===== src/logic/lsu_params.svh =====
/*
 * Load/store unit sizing
 * Data word, byte lanes and outstanding transaction limits
 */

`ifndef LSU_PARAMS_SVH
`define LSU_PARAMS_SVH

// Data and address word width
`define LSU_DATA_W 32
// One enable per byte lane
`define LSU_BE_W 4
`define LSU_MAX_OUTSTANDING 2 // Granted requests still awaiting rvalid
// Holds 0 up to LSU_MAX_OUTSTANDING
`define LSU_CNT_W 2

`endif

===== src/logic/lsu_pkg.sv =====
/*
 * Load/store unit types
 * Access size encoding and the two views of a response word
 */

`include "lsu_params.svh"

package lsu_pkg;

  // Access size, same encoding as the core's funct3[1:0]
  typedef enum logic [1:0] {
    LSU_BYTE = 2'b00,
    LSU_HALF = 2'b01,
    LSU_WORD = 2'b10
  } lsu_size_e;

  // Response word, seen as byte lanes or as halfword lanes
  typedef union packed {
    logic [`LSU_BE_W-1:0][7:0]     b;   // Byte lane view
    logic [`LSU_BE_W/2-1:0][15:0]  h;   // Halfword lane view
  } lsu_rword_u;

endpackage


===== src/logic/lsu_wb_if.sv =====
/*
 * Write-back stage control
 * Tracker captures it on grant, read aligner consumes it on rvalid
 */

interface lsu_wb_if;

  lsu_pkg::lsu_size_e size;         // Size of the granted access
  logic               sign_ext;     // Sign extend load result
  logic               we;           // Granted access was a store
  logic [1:0]         offset;       // Byte offset of the original address
  logic               last;         // Response belongs to last phase
  logic               resp_valid;   // Response strobe from bus
  logic               first_phase;  // Response of a split access, first half

  // Tracker owns all fields
  modport tracker (output size, sign_ext, we, offset, last, resp_valid, first_phase);

  // Aligner only looks
  modport align (input size, sign_ext, we, offset, last, resp_valid, first_phase);

endinterface


===== src/logic/lsu_top.sv =====
/*
 * Load/store unit top
 * Request generation, transaction tracking and read alignment
 */

`include "lsu_params.svh"

module lsu_top (
  input  logic                   clk,
  input  logic                   rst_n,
  // Core side
  input  logic                   lsu_en_i,
  input  logic                   lsu_we_i,
  input  lsu_pkg::lsu_size_e     lsu_size_i,
  input  logic                   lsu_sign_ext_i,
  input  logic                   lsu_second_i,
  input  logic                   use_incr_i,
  input  logic [`LSU_DATA_W-1:0] operand_a_i,
  input  logic [`LSU_DATA_W-1:0] operand_b_i,
  input  logic [`LSU_DATA_W-1:0] wdata_i,
  output logic                   ready_0_o,
  output logic                   misaligned_0_o,
  output logic                   valid_1_o,
  output logic [`LSU_DATA_W-1:0] rdata_1_o,
  output logic                   err_1_o,
  output logic [`LSU_DATA_W-1:0] addr_1_o,
  output logic                   busy_o,
  // Data bus
  output logic                   data_req_o,
  output logic [`LSU_DATA_W-1:0] data_addr_o,
  output logic                   data_we_o,
  output logic [`LSU_BE_W-1:0]   data_be_o,
  output logic [`LSU_DATA_W-1:0] data_wdata_o,
  input  logic                   data_gnt_i,
  input  logic                   data_rvalid_i,
  input  logic [`LSU_DATA_W-1:0] data_rdata_i,
  input  logic                   data_err_i
);

  logic req_allow;

  lsu_wb_if wb_if ();

  lsu_req_gen req_gen_inst (
    .clk            (clk),
    .rst_n          (rst_n),
    .lsu_en_i       (lsu_en_i),
    .lsu_we_i       (lsu_we_i),
    .lsu_size_i     (lsu_size_i),
    .lsu_second_i   (lsu_second_i),
    .use_incr_i     (use_incr_i),
    .operand_a_i    (operand_a_i),
    .operand_b_i    (operand_b_i),
    .wdata_i        (wdata_i),
    .req_allow_i    (req_allow),
    .gnt_i          (data_gnt_i),
    .req_o          (data_req_o),
    .addr_o         (data_addr_o),
    .we_o           (data_we_o),
    .be_o           (data_be_o),
    .wdata_o        (data_wdata_o),
    .misaligned_0_o (misaligned_0_o)
  );

  lsu_txn_tracker txn_tracker_inst (
    .clk            (clk),
    .rst_n          (rst_n),
    .lsu_en_i       (lsu_en_i),
    .lsu_size_i     (lsu_size_i),
    .lsu_sign_ext_i (lsu_sign_ext_i),
    .lsu_we_i       (lsu_we_i),
    .misaligned_0_i (misaligned_0_o),
    .lsu_second_i   (lsu_second_i),
    .addr_i         (data_addr_o),
    .gnt_i          (data_gnt_i),
    .req_i          (data_req_o),
    .rvalid_i       (data_rvalid_i),
    .err_i          (data_err_i),
    .req_allow_o    (req_allow),
    .ready_0_o      (ready_0_o),
    .valid_1_o      (valid_1_o),
    .err_1_o        (err_1_o),
    .addr_1_o       (addr_1_o),
    .busy_o         (busy_o),
    .wb             (wb_if.tracker)
  );

  lsu_rdata_align rdata_align_inst (
    .clk            (clk),
    .rst_n          (rst_n),
    .rdata_i        (data_rdata_i),
    .rdata_1_o      (rdata_1_o),
    .wb             (wb_if.align)
  );

endmodule


===== src/logic/lsu_rdata_align.sv =====
/*
 * LSU read data alignment
 * Lane select, sign or zero extend, and merge of split loads
 */

`include "lsu_params.svh"

module lsu_rdata_align (
  input  logic                   clk,
  input  logic                   rst_n,
  input  logic [`LSU_DATA_W-1:0] rdata_i,
  output logic [`LSU_DATA_W-1:0] rdata_1_o,
  lsu_wb_if.align                wb
);

  lsu_pkg::lsu_rword_u    resp;
  lsu_pkg::lsu_rword_u    rdata_q;              // Raw first half or last result
  logic [7:0]             b_sel;
  logic [15:0]            h_sel;
  logic [`LSU_DATA_W-1:0] w_sel;
  logic [`LSU_DATA_W-1:0] rdata_ext;

  assign resp = rdata_i;

  assign b_sel = resp.b[wb.offset];

  // Halfword lane, offset 3 borrows top byte of saved word
  always_comb
  begin
    case (wb.offset)
      2'b00:   h_sel = resp.h[0];
      2'b01:   h_sel = {resp.b[2], resp.b[1]};
      2'b10:   h_sel = resp.h[1];
      default: h_sel = {resp.b[0], rdata_q.b[3]};
    endcase
  end

  // Word merge, new low bytes on top of saved high bytes
  always_comb
  begin
    case (wb.offset)
      2'b00:   w_sel = resp;
      2'b01:   w_sel = {resp.b[0], rdata_q.b[3], rdata_q.b[2], rdata_q.b[1]};
      2'b10:   w_sel = {resp.h[0], rdata_q.h[1]};
      default: w_sel = {resp.b[2], resp.b[1], resp.b[0], rdata_q.b[3]};
    endcase
  end

  ////////////////////////////////////////////////////////////////////////////
  // Extension
  always_comb
  begin
    case (wb.size)
      lsu_pkg::LSU_BYTE:
        rdata_ext = {{(`LSU_DATA_W-8){wb.sign_ext && b_sel[7]}}, b_sel};
      lsu_pkg::LSU_HALF:
        rdata_ext = {{(`LSU_DATA_W-16){wb.sign_ext && h_sel[15]}}, h_sel};
      default:
        rdata_ext = w_sel;
    endcase
  end

  always_ff @(posedge clk or negedge rst_n)
  begin
    if (!rst_n)
      rdata_q <= '0;
    else if (wb.resp_valid && !wb.we)
    begin
      if (wb.first_phase)
        rdata_q <= resp;                        // Keep high bytes for the merge
      else
        rdata_q <= rdata_ext;
    end
  end

  assign rdata_1_o = wb.resp_valid ? rdata_ext : rdata_q;

  // Split responses only for accesses that actually cross a word
  split_only_unaligned_a: assert property (@(posedge clk) disable iff (!rst_n)
    wb.resp_valid && !wb.last |->
      ((wb.size == lsu_pkg::LSU_WORD) && (wb.offset != 2'b00)) ||
      ((wb.size == lsu_pkg::LSU_HALF) && (wb.offset == 2'b11)))
    else $error("First-phase response for an aligned access");

endmodule


===== src/logic/lsu_txn_tracker.sv =====
/*
 * LSU transaction tracker
 * Outstanding count, EX/WB handshakes, write-back control capture
 */

`include "lsu_params.svh"

module lsu_txn_tracker (
  input  logic                   clk,
  input  logic                   rst_n,
  input  logic                   lsu_en_i,
  input  lsu_pkg::lsu_size_e     lsu_size_i,
  input  logic                   lsu_sign_ext_i,
  input  logic                   lsu_we_i,
  input  logic                   misaligned_0_i,
  input  logic                   lsu_second_i,
  input  logic [`LSU_DATA_W-1:0] addr_i,        // Request address as on the bus
  input  logic                   gnt_i,
  input  logic                   req_i,
  input  logic                   rvalid_i,
  input  logic                   err_i,
  output logic                   req_allow_o,
  output logic                   ready_0_o,
  output logic                   valid_1_o,
  output logic                   err_1_o,
  output logic [`LSU_DATA_W-1:0] addr_1_o,
  output logic                   busy_o,
  lsu_wb_if.tracker              wb
);

  logic [`LSU_CNT_W-1:0] cnt_q;
  logic [`LSU_CNT_W-1:0] cnt_d;
  logic                  accept;                // Request granted this cycle
  logic                  last_q;

  assign accept      = req_i && gnt_i;
  assign req_allow_o = cnt_q < `LSU_MAX_OUTSTANDING;

  // Up on grant, down on response, both cancel out
  always_comb
  begin
    case ({accept, rvalid_i})
      2'b10:   cnt_d = cnt_q + 1'b1;
      2'b01:   cnt_d = cnt_q - 1'b1;
      default: cnt_d = cnt_q;
    endcase
  end

  ////////////////////////////////////////////////////////////////////////////
  // Write-back control, taken on every grant
  always_ff @(posedge clk or negedge rst_n)
  begin
    if (!rst_n)
    begin
      cnt_q       <= '0;
      wb.size     <= lsu_pkg::LSU_BYTE;
      wb.sign_ext <= 1'b0;
      wb.we       <= 1'b0;
      wb.offset   <= 2'b00;
      last_q      <= 1'b0;
      addr_1_o    <= '0;
    end
    else
    begin
      cnt_q <= cnt_d;
      if (accept)
      begin
        wb.size     <= lsu_size_i;
        wb.sign_ext <= lsu_sign_ext_i;
        wb.we       <= lsu_we_i;
        if (!lsu_second_i)
          wb.offset <= addr_i[1:0];             // Second phase keeps original offset
        last_q      <= !misaligned_0_i;         // First half of a split is not last
        addr_1_o    <= {addr_i[`LSU_DATA_W-1:2], 2'b00};
      end
    end
  end

  assign wb.last        = last_q;
  assign wb.resp_valid  = rvalid_i;
  assign wb.first_phase = rvalid_i && !last_q;

  // EX ready: no access, or grant with WB free / WB draining in lockstep
  always_comb
  begin
    if (!lsu_en_i)
      ready_0_o = 1'b1;
    else
      case (cnt_q)
        2'd0:    ready_0_o = accept;
        2'd1:    ready_0_o = accept && rvalid_i;
        default: ready_0_o = rvalid_i;
      endcase
  end

  assign valid_1_o = (cnt_q != '0) && last_q && rvalid_i;   // Only last phase
  assign err_1_o   = rvalid_i && err_i;
  assign busy_o    = (cnt_q != '0) || req_i;

  cnt_max_a: assert property (@(posedge clk) disable iff (!rst_n)
    cnt_q <= `LSU_MAX_OUTSTANDING)
    else $error("Outstanding count above limit");

  // Every rvalid must answer an earlier grant
  no_orphan_rvalid_a: assert property (@(posedge clk) disable iff (!rst_n)
    rvalid_i |-> cnt_q != '0)
    else $error("rvalid with nothing outstanding");

endmodule


===== src/logic/lsu_req_gen.sv =====
/*
 * LSU request generation
 * Effective address, misalignment detect, byte enables, store rotation
 */

`include "lsu_params.svh"

module lsu_req_gen (
  input  logic                   clk,           // Only for the bus check below
  input  logic                   rst_n,
  input  logic                   lsu_en_i,
  input  logic                   lsu_we_i,
  input  lsu_pkg::lsu_size_e     lsu_size_i,
  input  logic                   lsu_second_i,  // Second phase of split access
  input  logic                   use_incr_i,
  input  logic [`LSU_DATA_W-1:0] operand_a_i,   // Base
  input  logic [`LSU_DATA_W-1:0] operand_b_i,   // Offset
  input  logic [`LSU_DATA_W-1:0] wdata_i,
  input  logic                   req_allow_i,   // Room for another outstanding
  input  logic                   gnt_i,
  output logic                   req_o,
  output logic [`LSU_DATA_W-1:0] addr_o,
  output logic                   we_o,
  output logic [`LSU_BE_W-1:0]   be_o,
  output logic [`LSU_DATA_W-1:0] wdata_o,
  output logic                   misaligned_0_o
);

  logic [`LSU_DATA_W-1:0] addr_int;
  logic [1:0]             off;

  assign addr_int = use_incr_i ? (operand_a_i + operand_b_i) : operand_a_i;
  assign off      = addr_int[1:0];

  // Needs a second phase, only flagged on the first one
  assign misaligned_0_o = lsu_en_i && !lsu_second_i &&
                          (((lsu_size_i == lsu_pkg::LSU_WORD) && (off != 2'b00)) ||
                           ((lsu_size_i == lsu_pkg::LSU_HALF) && (off == 2'b11)));

  ////////////////////////////////////////////////////////////////////////////
  // Byte enables
  always_comb
  begin
    case (lsu_size_i)
      lsu_pkg::LSU_BYTE: be_o = 4'b0001 << off;
      lsu_pkg::LSU_HALF:
      begin
        if (lsu_second_i)
          be_o = 4'b0001;                      // Spill byte in next word
        else if (off == 2'b11)
          be_o = 4'b1000;
        else
          be_o = 4'b0011 << off;
      end
      default:
      begin
        if (lsu_second_i)
          be_o = 4'b1111 >> (3'd4 - off);      // Low bytes that wrapped over
        else
          be_o = 4'b1111 << off;
      end
    endcase
  end

  // Rotate store word left by offset bytes, high bytes wrap to low lanes
  always_comb
  begin
    case (off)
      2'b00:   wdata_o = wdata_i;
      2'b01:   wdata_o = {wdata_i[23:0], wdata_i[31:24]};
      2'b10:   wdata_o = {wdata_i[15:0], wdata_i[31:16]};
      default: wdata_o = {wdata_i[7:0],  wdata_i[31:8]};
    endcase
  end

  // Second phase goes to the next word boundary
  assign addr_o = lsu_second_i ? {addr_int[`LSU_DATA_W-1:2], 2'b00} : addr_int;
  assign we_o   = lsu_we_i;
  assign req_o  = lsu_en_i && req_allow_i;

  // Core must hold its operands while the bus stalls us
  addr_stable_a: assert property (@(posedge clk) disable iff (!rst_n)
    req_o && !gnt_i |=> $stable(addr_o))
    else $error("Request address changed before grant");

endmodule


===== config.mk =====
export PLATFORM = sky130hd
export DESIGN_NAME = lsu_top
export DESIGN_NICKNAME = d
export VERILOG_FILES = /design/src/logic/lsu_pkg.sv /design/src/logic/lsu_wb_if.sv /design/src/logic/lsu_top.sv /design/src/logic/lsu_rdata_align.sv /design/src/logic/lsu_txn_tracker.sv /design/src/logic/lsu_req_gen.sv
export VERILOG_INCLUDE_DIRS = /design/src /design/src/logic
export SDC_FILE = /design/constraint.sdc
export NUM_CORES = 1
export LEC_CHECK = 0
export BUFFER_PORTS_ARGS = -buffer_cell sky130_fd_sc_hd__buf_4
export CORE_ASPECT_RATIO = 1.75
export CORE_MARGIN = 4
export CORE_UTILIZATION = 52
export CTS_CLUSTER_SIZE = 12
export DETAILED_ROUTE_END_ITERATION = 10
export GPL_TIMING_DRIVEN = 0
export HOLD_SLACK_MARGIN = 0.15
export PLACE_DENSITY = 0.81
export RECOVER_POWER = 50
export SLEW_MARGIN = 5
export SYNTH_ARGS = -nofsm -noshare
export SYNTH_HDL_FRONTEND = slang
export SYNTH_SLANG_ARGS = --single-unit

===== constraint.sdc =====
create_clock -name clk -period 4.7 [get_ports clk]
set_input_delay 0.94 -clock clk [delete_from_list [all_inputs] [get_ports clk]]
set_output_delay 0.94 -clock clk [all_outputs]
set_load 0.05 [all_outputs]

# After elaboration in Yosys (flattened, before gate mapping)
# Index checks and enable logic that the tools add are counted.
# totals
ff_bits	71
input_bits	140
out_inout_bits	139
word_cells	76
# classes
eq_ne	11
shifts	4
magnitude_cmp	2
n_addsub	4
n_reduce_logical	29
bitwise_logic	1
n_mux	17
# ops
operator	count
32-bit one-hot mux with 3 select lines	2
32-bit two-way mux	3
32-bit one-hot mux with 2 select lines	1
16-bit one-hot mux with 3 select lines	1
32-bit adder	1
8-bit binary-select mux with 2-bit select	1
1-bit logical AND	14
2-bit by 1-bit == test with 1-bit output (second input constant)	6
4-bit two-way mux	3
2-bit == test (second input constant)	5
2-bit logical NOT	5
8-bit two-way mux	1
4-bit one-hot mux with 2 select lines	1
2-bit nonzero test	3
1-bit logical NOT	4
2-bit one-hot mux with 2 select lines	1
1-bit by 2-bit left shift with 4-bit output (first input constant)	1
2-bit by 2-bit left shift with 4-bit output (first input constant)	1
4-bit by 2-bit left shift with 4-bit output (first input constant)	1
4-bit by 3-bit right shift with 4-bit output (first input constant)	1
2-bit by 3-bit < comparator with 1-bit output (second input constant)	1
3-bit by 2-bit subtractor with 3-bit output (first input constant)	1
2-bit by 1-bit adder with 2-bit output (second input constant)	1
1-bit logical OR	2
7 further kinds	7

# Logic depth before layout (Yosys ltp)
# depth
ltp_word	7
ltp_mapped	12

# Cells and area by module
# A second synthesis with hierarchy kept.
# unflattened
hier_cells	979
hier_area_um2	8433.1
# modules_own_cells
module	instances	cells_per_inst	area_each_um2	seq_area_each_um2
lsu_rdata_align	1	427	3462.1	800.8
lsu_req_gen	1	447	3258.1	0.0
lsu_txn_tracker	1	105	1712.9	975.9

# Least setup slack after synthesis
# No wires, ideal clock.
# synth_path
path_kind	in2out
from	input port use_incr_i
to	output port misaligned_0_o
path_buffers	4
path_slack_ns	-0.289
stages	10
arrival_ns	4.049
required_time_ns	3.760
path_cell_list	clkbuf_1 clkbuf_1 clkbuf_1 mux2i_1 inv_1 ha_1 clkbuf_1 and3b_1 a21oi_1 nor3b_1
# synth_via
elab_chain_len	5
# synth_rtl
item	line_no	rtl
start, declared	lsu_top.sv:17	input logic use_incr_i,
32-bit two-way mux (*)	lsu_req_gen.sv:32	assign addr_int = use_incr_i ? (operand_a_i + operand_b_i) : operand_a_i;
2-bit == test or 2-bit nonzero test (tied branches)	lsu_req_gen.sv:38, lsu_req_gen.sv:37	
1-bit logical AND, on equally long branches	lsu_req_gen.sv:38, lsu_req_gen.sv:37	
1-bit logical OR (*)	lsu_req_gen.sv:37	(((lsu_size_i == lsu_pkg::LSU_WORD) && (off != 2'b00)) ||
1-bit logical AND (*)	lsu_req_gen.sv:36	assign misaligned_0_o = lsu_en_i && !lsu_second_i &&
end, declared	lsu_top.sv:22	output logic misaligned_0_o,
# Mark *: on every way between the ends. The rest lies on a longest branch, timed or not.

# Worst setup path after layout
# layout_path
from	input port operand_a_i[0]
to	output port data_addr_o[28]
# layout_via
elab_chain_len	2
# layout_rtl
item	line_no	rtl
start, declared	lsu_top.sv:18	input logic [`LSU_DATA_W-1:0] operand_a_i,
32-bit adder	lsu_req_gen.sv:32	
32-bit two-way mux	lsu_req_gen.sv:32	
end, declared	lsu_top.sv:30	output logic [`LSU_DATA_W-1:0] data_addr_o,
# No other way between the ends.

==> run metrics <==
outcome=complete, but fails checks; failing checks=max-capacitance violations, max-slew violations; antenna diode count=0; flip-flop and latch count after synthesis=71; utilization after layout=71.0%; global route total overflow=0; Worst Max-Slew Pin Slew=between 1500 and 2000 ps; net switching share of the total power=56.2%; chain of cells forming the critical path=buf_4 > ha_2 > inv_1 > fa_1 > nor2b_1 > o21a_1 > o21ai_4 > a21oi_2 > o211ai_1 > a211o_1 > nand4_1 > and3_1 > o31ai_2 > buf_6; row count=59; post-synthesis cell type with the largest combined area=dfrtp_1; Layout area overhead=32.6%; clock tree from TritonCTS=built; area post-placement=10300 um2; number of detailed-routing iterations run before antenna repair=9; initial DRC count=979; x dimension of the die=~100 um; number of failing hold endpoints at the final stage=0; min cycle time layout=4660 ps; final net count=~1500; largest cells by area after synthesis=dfrtp_1, mux4_2, mux2i_1; share of synthesized area occupied by flip-flops and latches=~22%; final weighted congestion of routability-driven global placement=0.982; placed instance count=between 1000 and 1500; number of filler cells placed in the layout=1265; remaining routing DRC violations=0; logic depth of the worst register-to-register path=11; standard cell core area=15000 um2; Crit path required time=3760 ps; vias in the first global route=9489; num ports=roughly 280; clock latency at the later pin of the worst-skew pair=360 ps; initial antenna violation count=0; arrival time worst endpoint=3720 ps; areal power density over the cells=632 nW/um2; Critical R2R Capture=rdata_align_inst.rdata_q[29]; critical path's largest stage delay=360 ps; Pleak=0.00498 uW; number of clock buffers inserted by TritonCTS=9; total count of max-transition violations in the final report=72; final setup skew=18.7 ps; fin cells=about 1500; Worst setup EP type=output pin; Yosys top cell area share=~22%; reported max-cap violation count=1; family with the most delay on the worst path=compound AO/OA/AOI/OAI gates; async set or reset register ratio after synthesis=100%; pin count of the biggest net entering global routing=between 70 and 80; Internal Pwr Total=2940 uW; final setup violating endpoints=0; clk sinks=71; starting density of the core=a little over half; gate count after technology mapping=978; critical path startpoint category=input pin; cell area after layout=roughly 11000 um2; Vias=9424; number of buffer and inverter stages on the critical path=3; Total Wirelength=32400 um; CTS Root Buffer Type=clkbuf_16; primary flip-flop cell chosen by synthesis mapping=dfrtp_1; worst hold endpoint=txn_tracker_inst.addr_1_o[9]; yosys warns=0; vertical die dimension=172 um; worst setup path class=input pin to output pin; FF-to-FF Start=txn_tracker_inst.wb.offset[0]; slowest CP cell=o211ai_1; combined area of all synthesized cells=8020 um2; critical hold path startpoint=txn_tracker_inst.addr_1_o[9]; maximum buffer depth of the clock tree=2; routed wirelength normalized by instance count=22.3 um; mean instance size in the synthesized netlist=8.20 um2; Slew Limit Headroom=-29.7%; depth of the CTS H-tree=3; most frequent cells after synthesis=nand2_1, a21oi_1, o21ai_0, dfrtp_1, nor2_1; clock group share of total power=10.8%; Hold WC Path Type=flop to flop; global-route usage over all layers=a little over a third; relative contribution of combinational cells to total power=72.0%; Total Die Area=17600 um2; Port Buffers=275; final period utilization=about 99%; worst IR drop on VDD=approximately 510 uV; sum of net half-perimeters after detailed placement=25200 um; first-pass GRT wire length=49200 um; top fanout value on the critical path=5; remaining antenna violation count=0; sequential share of power=approximately 17%; Max Freq=215 MHz; Netlist cell types=70; total of hold buffers inserted after clock tree synthesis=0; RSZ-0062 raised after global routing=true; fraction of final layout cells with drive strength greater than 1=30.2%; most repeated cell in the gate-level netlist after synthesis=nand2_1; total negative slack=0 ps; post-detailed-route via-to-cell ratio=6.47; switching pwr=3780 uW; r2r setup slk=1400 ps; number of enable flip-flop cells after synthesis=0; overall power consumption=6720 uW; instance count along the most critical hold path=2; clock transition time at the flip-flop clock pins of the worst setup and hold paths=60 ps
-- worst register-to-register path: stages, from the launching register on --
cell	delay, ps
dfrtp_1	320
clkbuf_1	420
mux4_2	330
nand2_1	50
nor2_1	120
a21oi_1	90
nor3b_1	870
buf_2	410
a21oi_1	90
nand2_1	100
o21ai_0	80
o21ai_0	290
-- power groups by stage --
| stage | sequential [uW] | clock [uW] | combinational (uW) |
|---|---|---|---|
| floorplan | 1540 | 0 | 3020 |
| global placement | 1150 | 0 | 4830 |
| detailed placement | 1160 | 0 | 4880 |
| CTS | 1150 | 729 | 4900 |
| global route | 1190 | 755 | 5120 |
| finish | 1150 | 728 | 4840 |
-- what timing repair did --
action / 4_1_cts / 5_1_grt
resized for setup: 13 / 22
endpoints found under the setup margin: 39 / 39
pin swaps: 1 / 9
setup buffers: 1 / 5
-- through the flow --
stage               worst slack [ps]  hold WS (ps)
finish                          39.5           480
global route                   -32.4           501
CTS                             17.5           477
detailed placement              -821           462
global placement                -816           450
floorplan                       -267           437
-- worst max path at each step --
stage	cells past startpoint	endpoint	from	slack (ps)
final	14	data_addr_o[28]	operand_a_i[0]	40
after global routing	14	data_addr_o[30]	operand_a_i[0]	-30
after CTS	11	data_wdata_o[10]	use_incr_i	20
after detailed placement	10	data_wdata_o[14]	use_incr_i	-820
after global placement	10	data_wdata_o[21]	use_incr_i	-820
after floorplan	9	data_wdata_o[12]	use_incr_i	-270
-- area by class of cell --
type,instances,area [um2],area share (%)
plain buffers,73,314,2.95
flip-flops and latches,71,1780,16.7
well taps,183,229,2.15
multi-input cells,777,5820,54.7
inverters,55,206,1.94
clock buffers,10,239,2.25
repair buffers,281,1990,18.7
clock inverters,6,67.6,0.635
-- registers in the layout (all words and copies together), names as in the netlist --
| name | flops |
|---|---|
| txn_tracker_inst.wb.offset | 2 |
| rdata_align_inst.rdata_q | 32 |
| txn_tracker_inst.wb.size | 2 |
| txn_tracker_inst.wb.sign_ext | 1 |
| txn_tracker_inst.wb.we | 1 |
| txn_tracker_inst.cnt_q | 2 |
| txn_tracker_inst.wb.last | 1 |
| txn_tracker_inst.addr_1_o | 30 |
-- layout by cell type, fill, tap and decap left out, drive strengths merged, types with 19 or more instances in the layout --
master / netlist / routed
buf: 24 / 264
nand2: 137 / 137
clkbuf: 52 / 100
a21oi: 90 / 90
o21ai: 89 / 89
dfrtp: 71 / 71
nor2: 65 / 65
mux2i: 58 / 58
inv: 54 / 56
mux2: 46 / 46
ha: 42 / 42
a222oi: 32 / 32
mux4: 32 / 32
a21o: 21 / 21
xnor2: 19 / 19
-- cell families (layout without fill, tap and decap cells) --
| logic type | after synthesis | after routing | share of synthesized area [%] |
|---|---|---|---|
| flops | 71 | 71 | 22.1 |
| fa+ha+maj | 43 | 43 | 6.80 |
| mux | 136 | 136 | 22.8 |
| xor+xnor | 23 | 23 | 2.51 |
| simple gates | 274 | 274 | 15.2 |
| compound gates | 299 | 299 | 24.1 |
| other cells | 1 | 2 | 0.0467 |
| buf+inv | 131 | 425 | 6.35 |
-- layer usage --
layer  wire (um)  global-route usage [%]  vias up
met5           0                       0        -
met3        3340                    6.74      175
met4        1930                    21.0        0
li1            -                       -     4186
met1       10100                    38.1     4371
met2       17000                    65.6      692
Note: power is estimated with default switching activity, not from simulation.
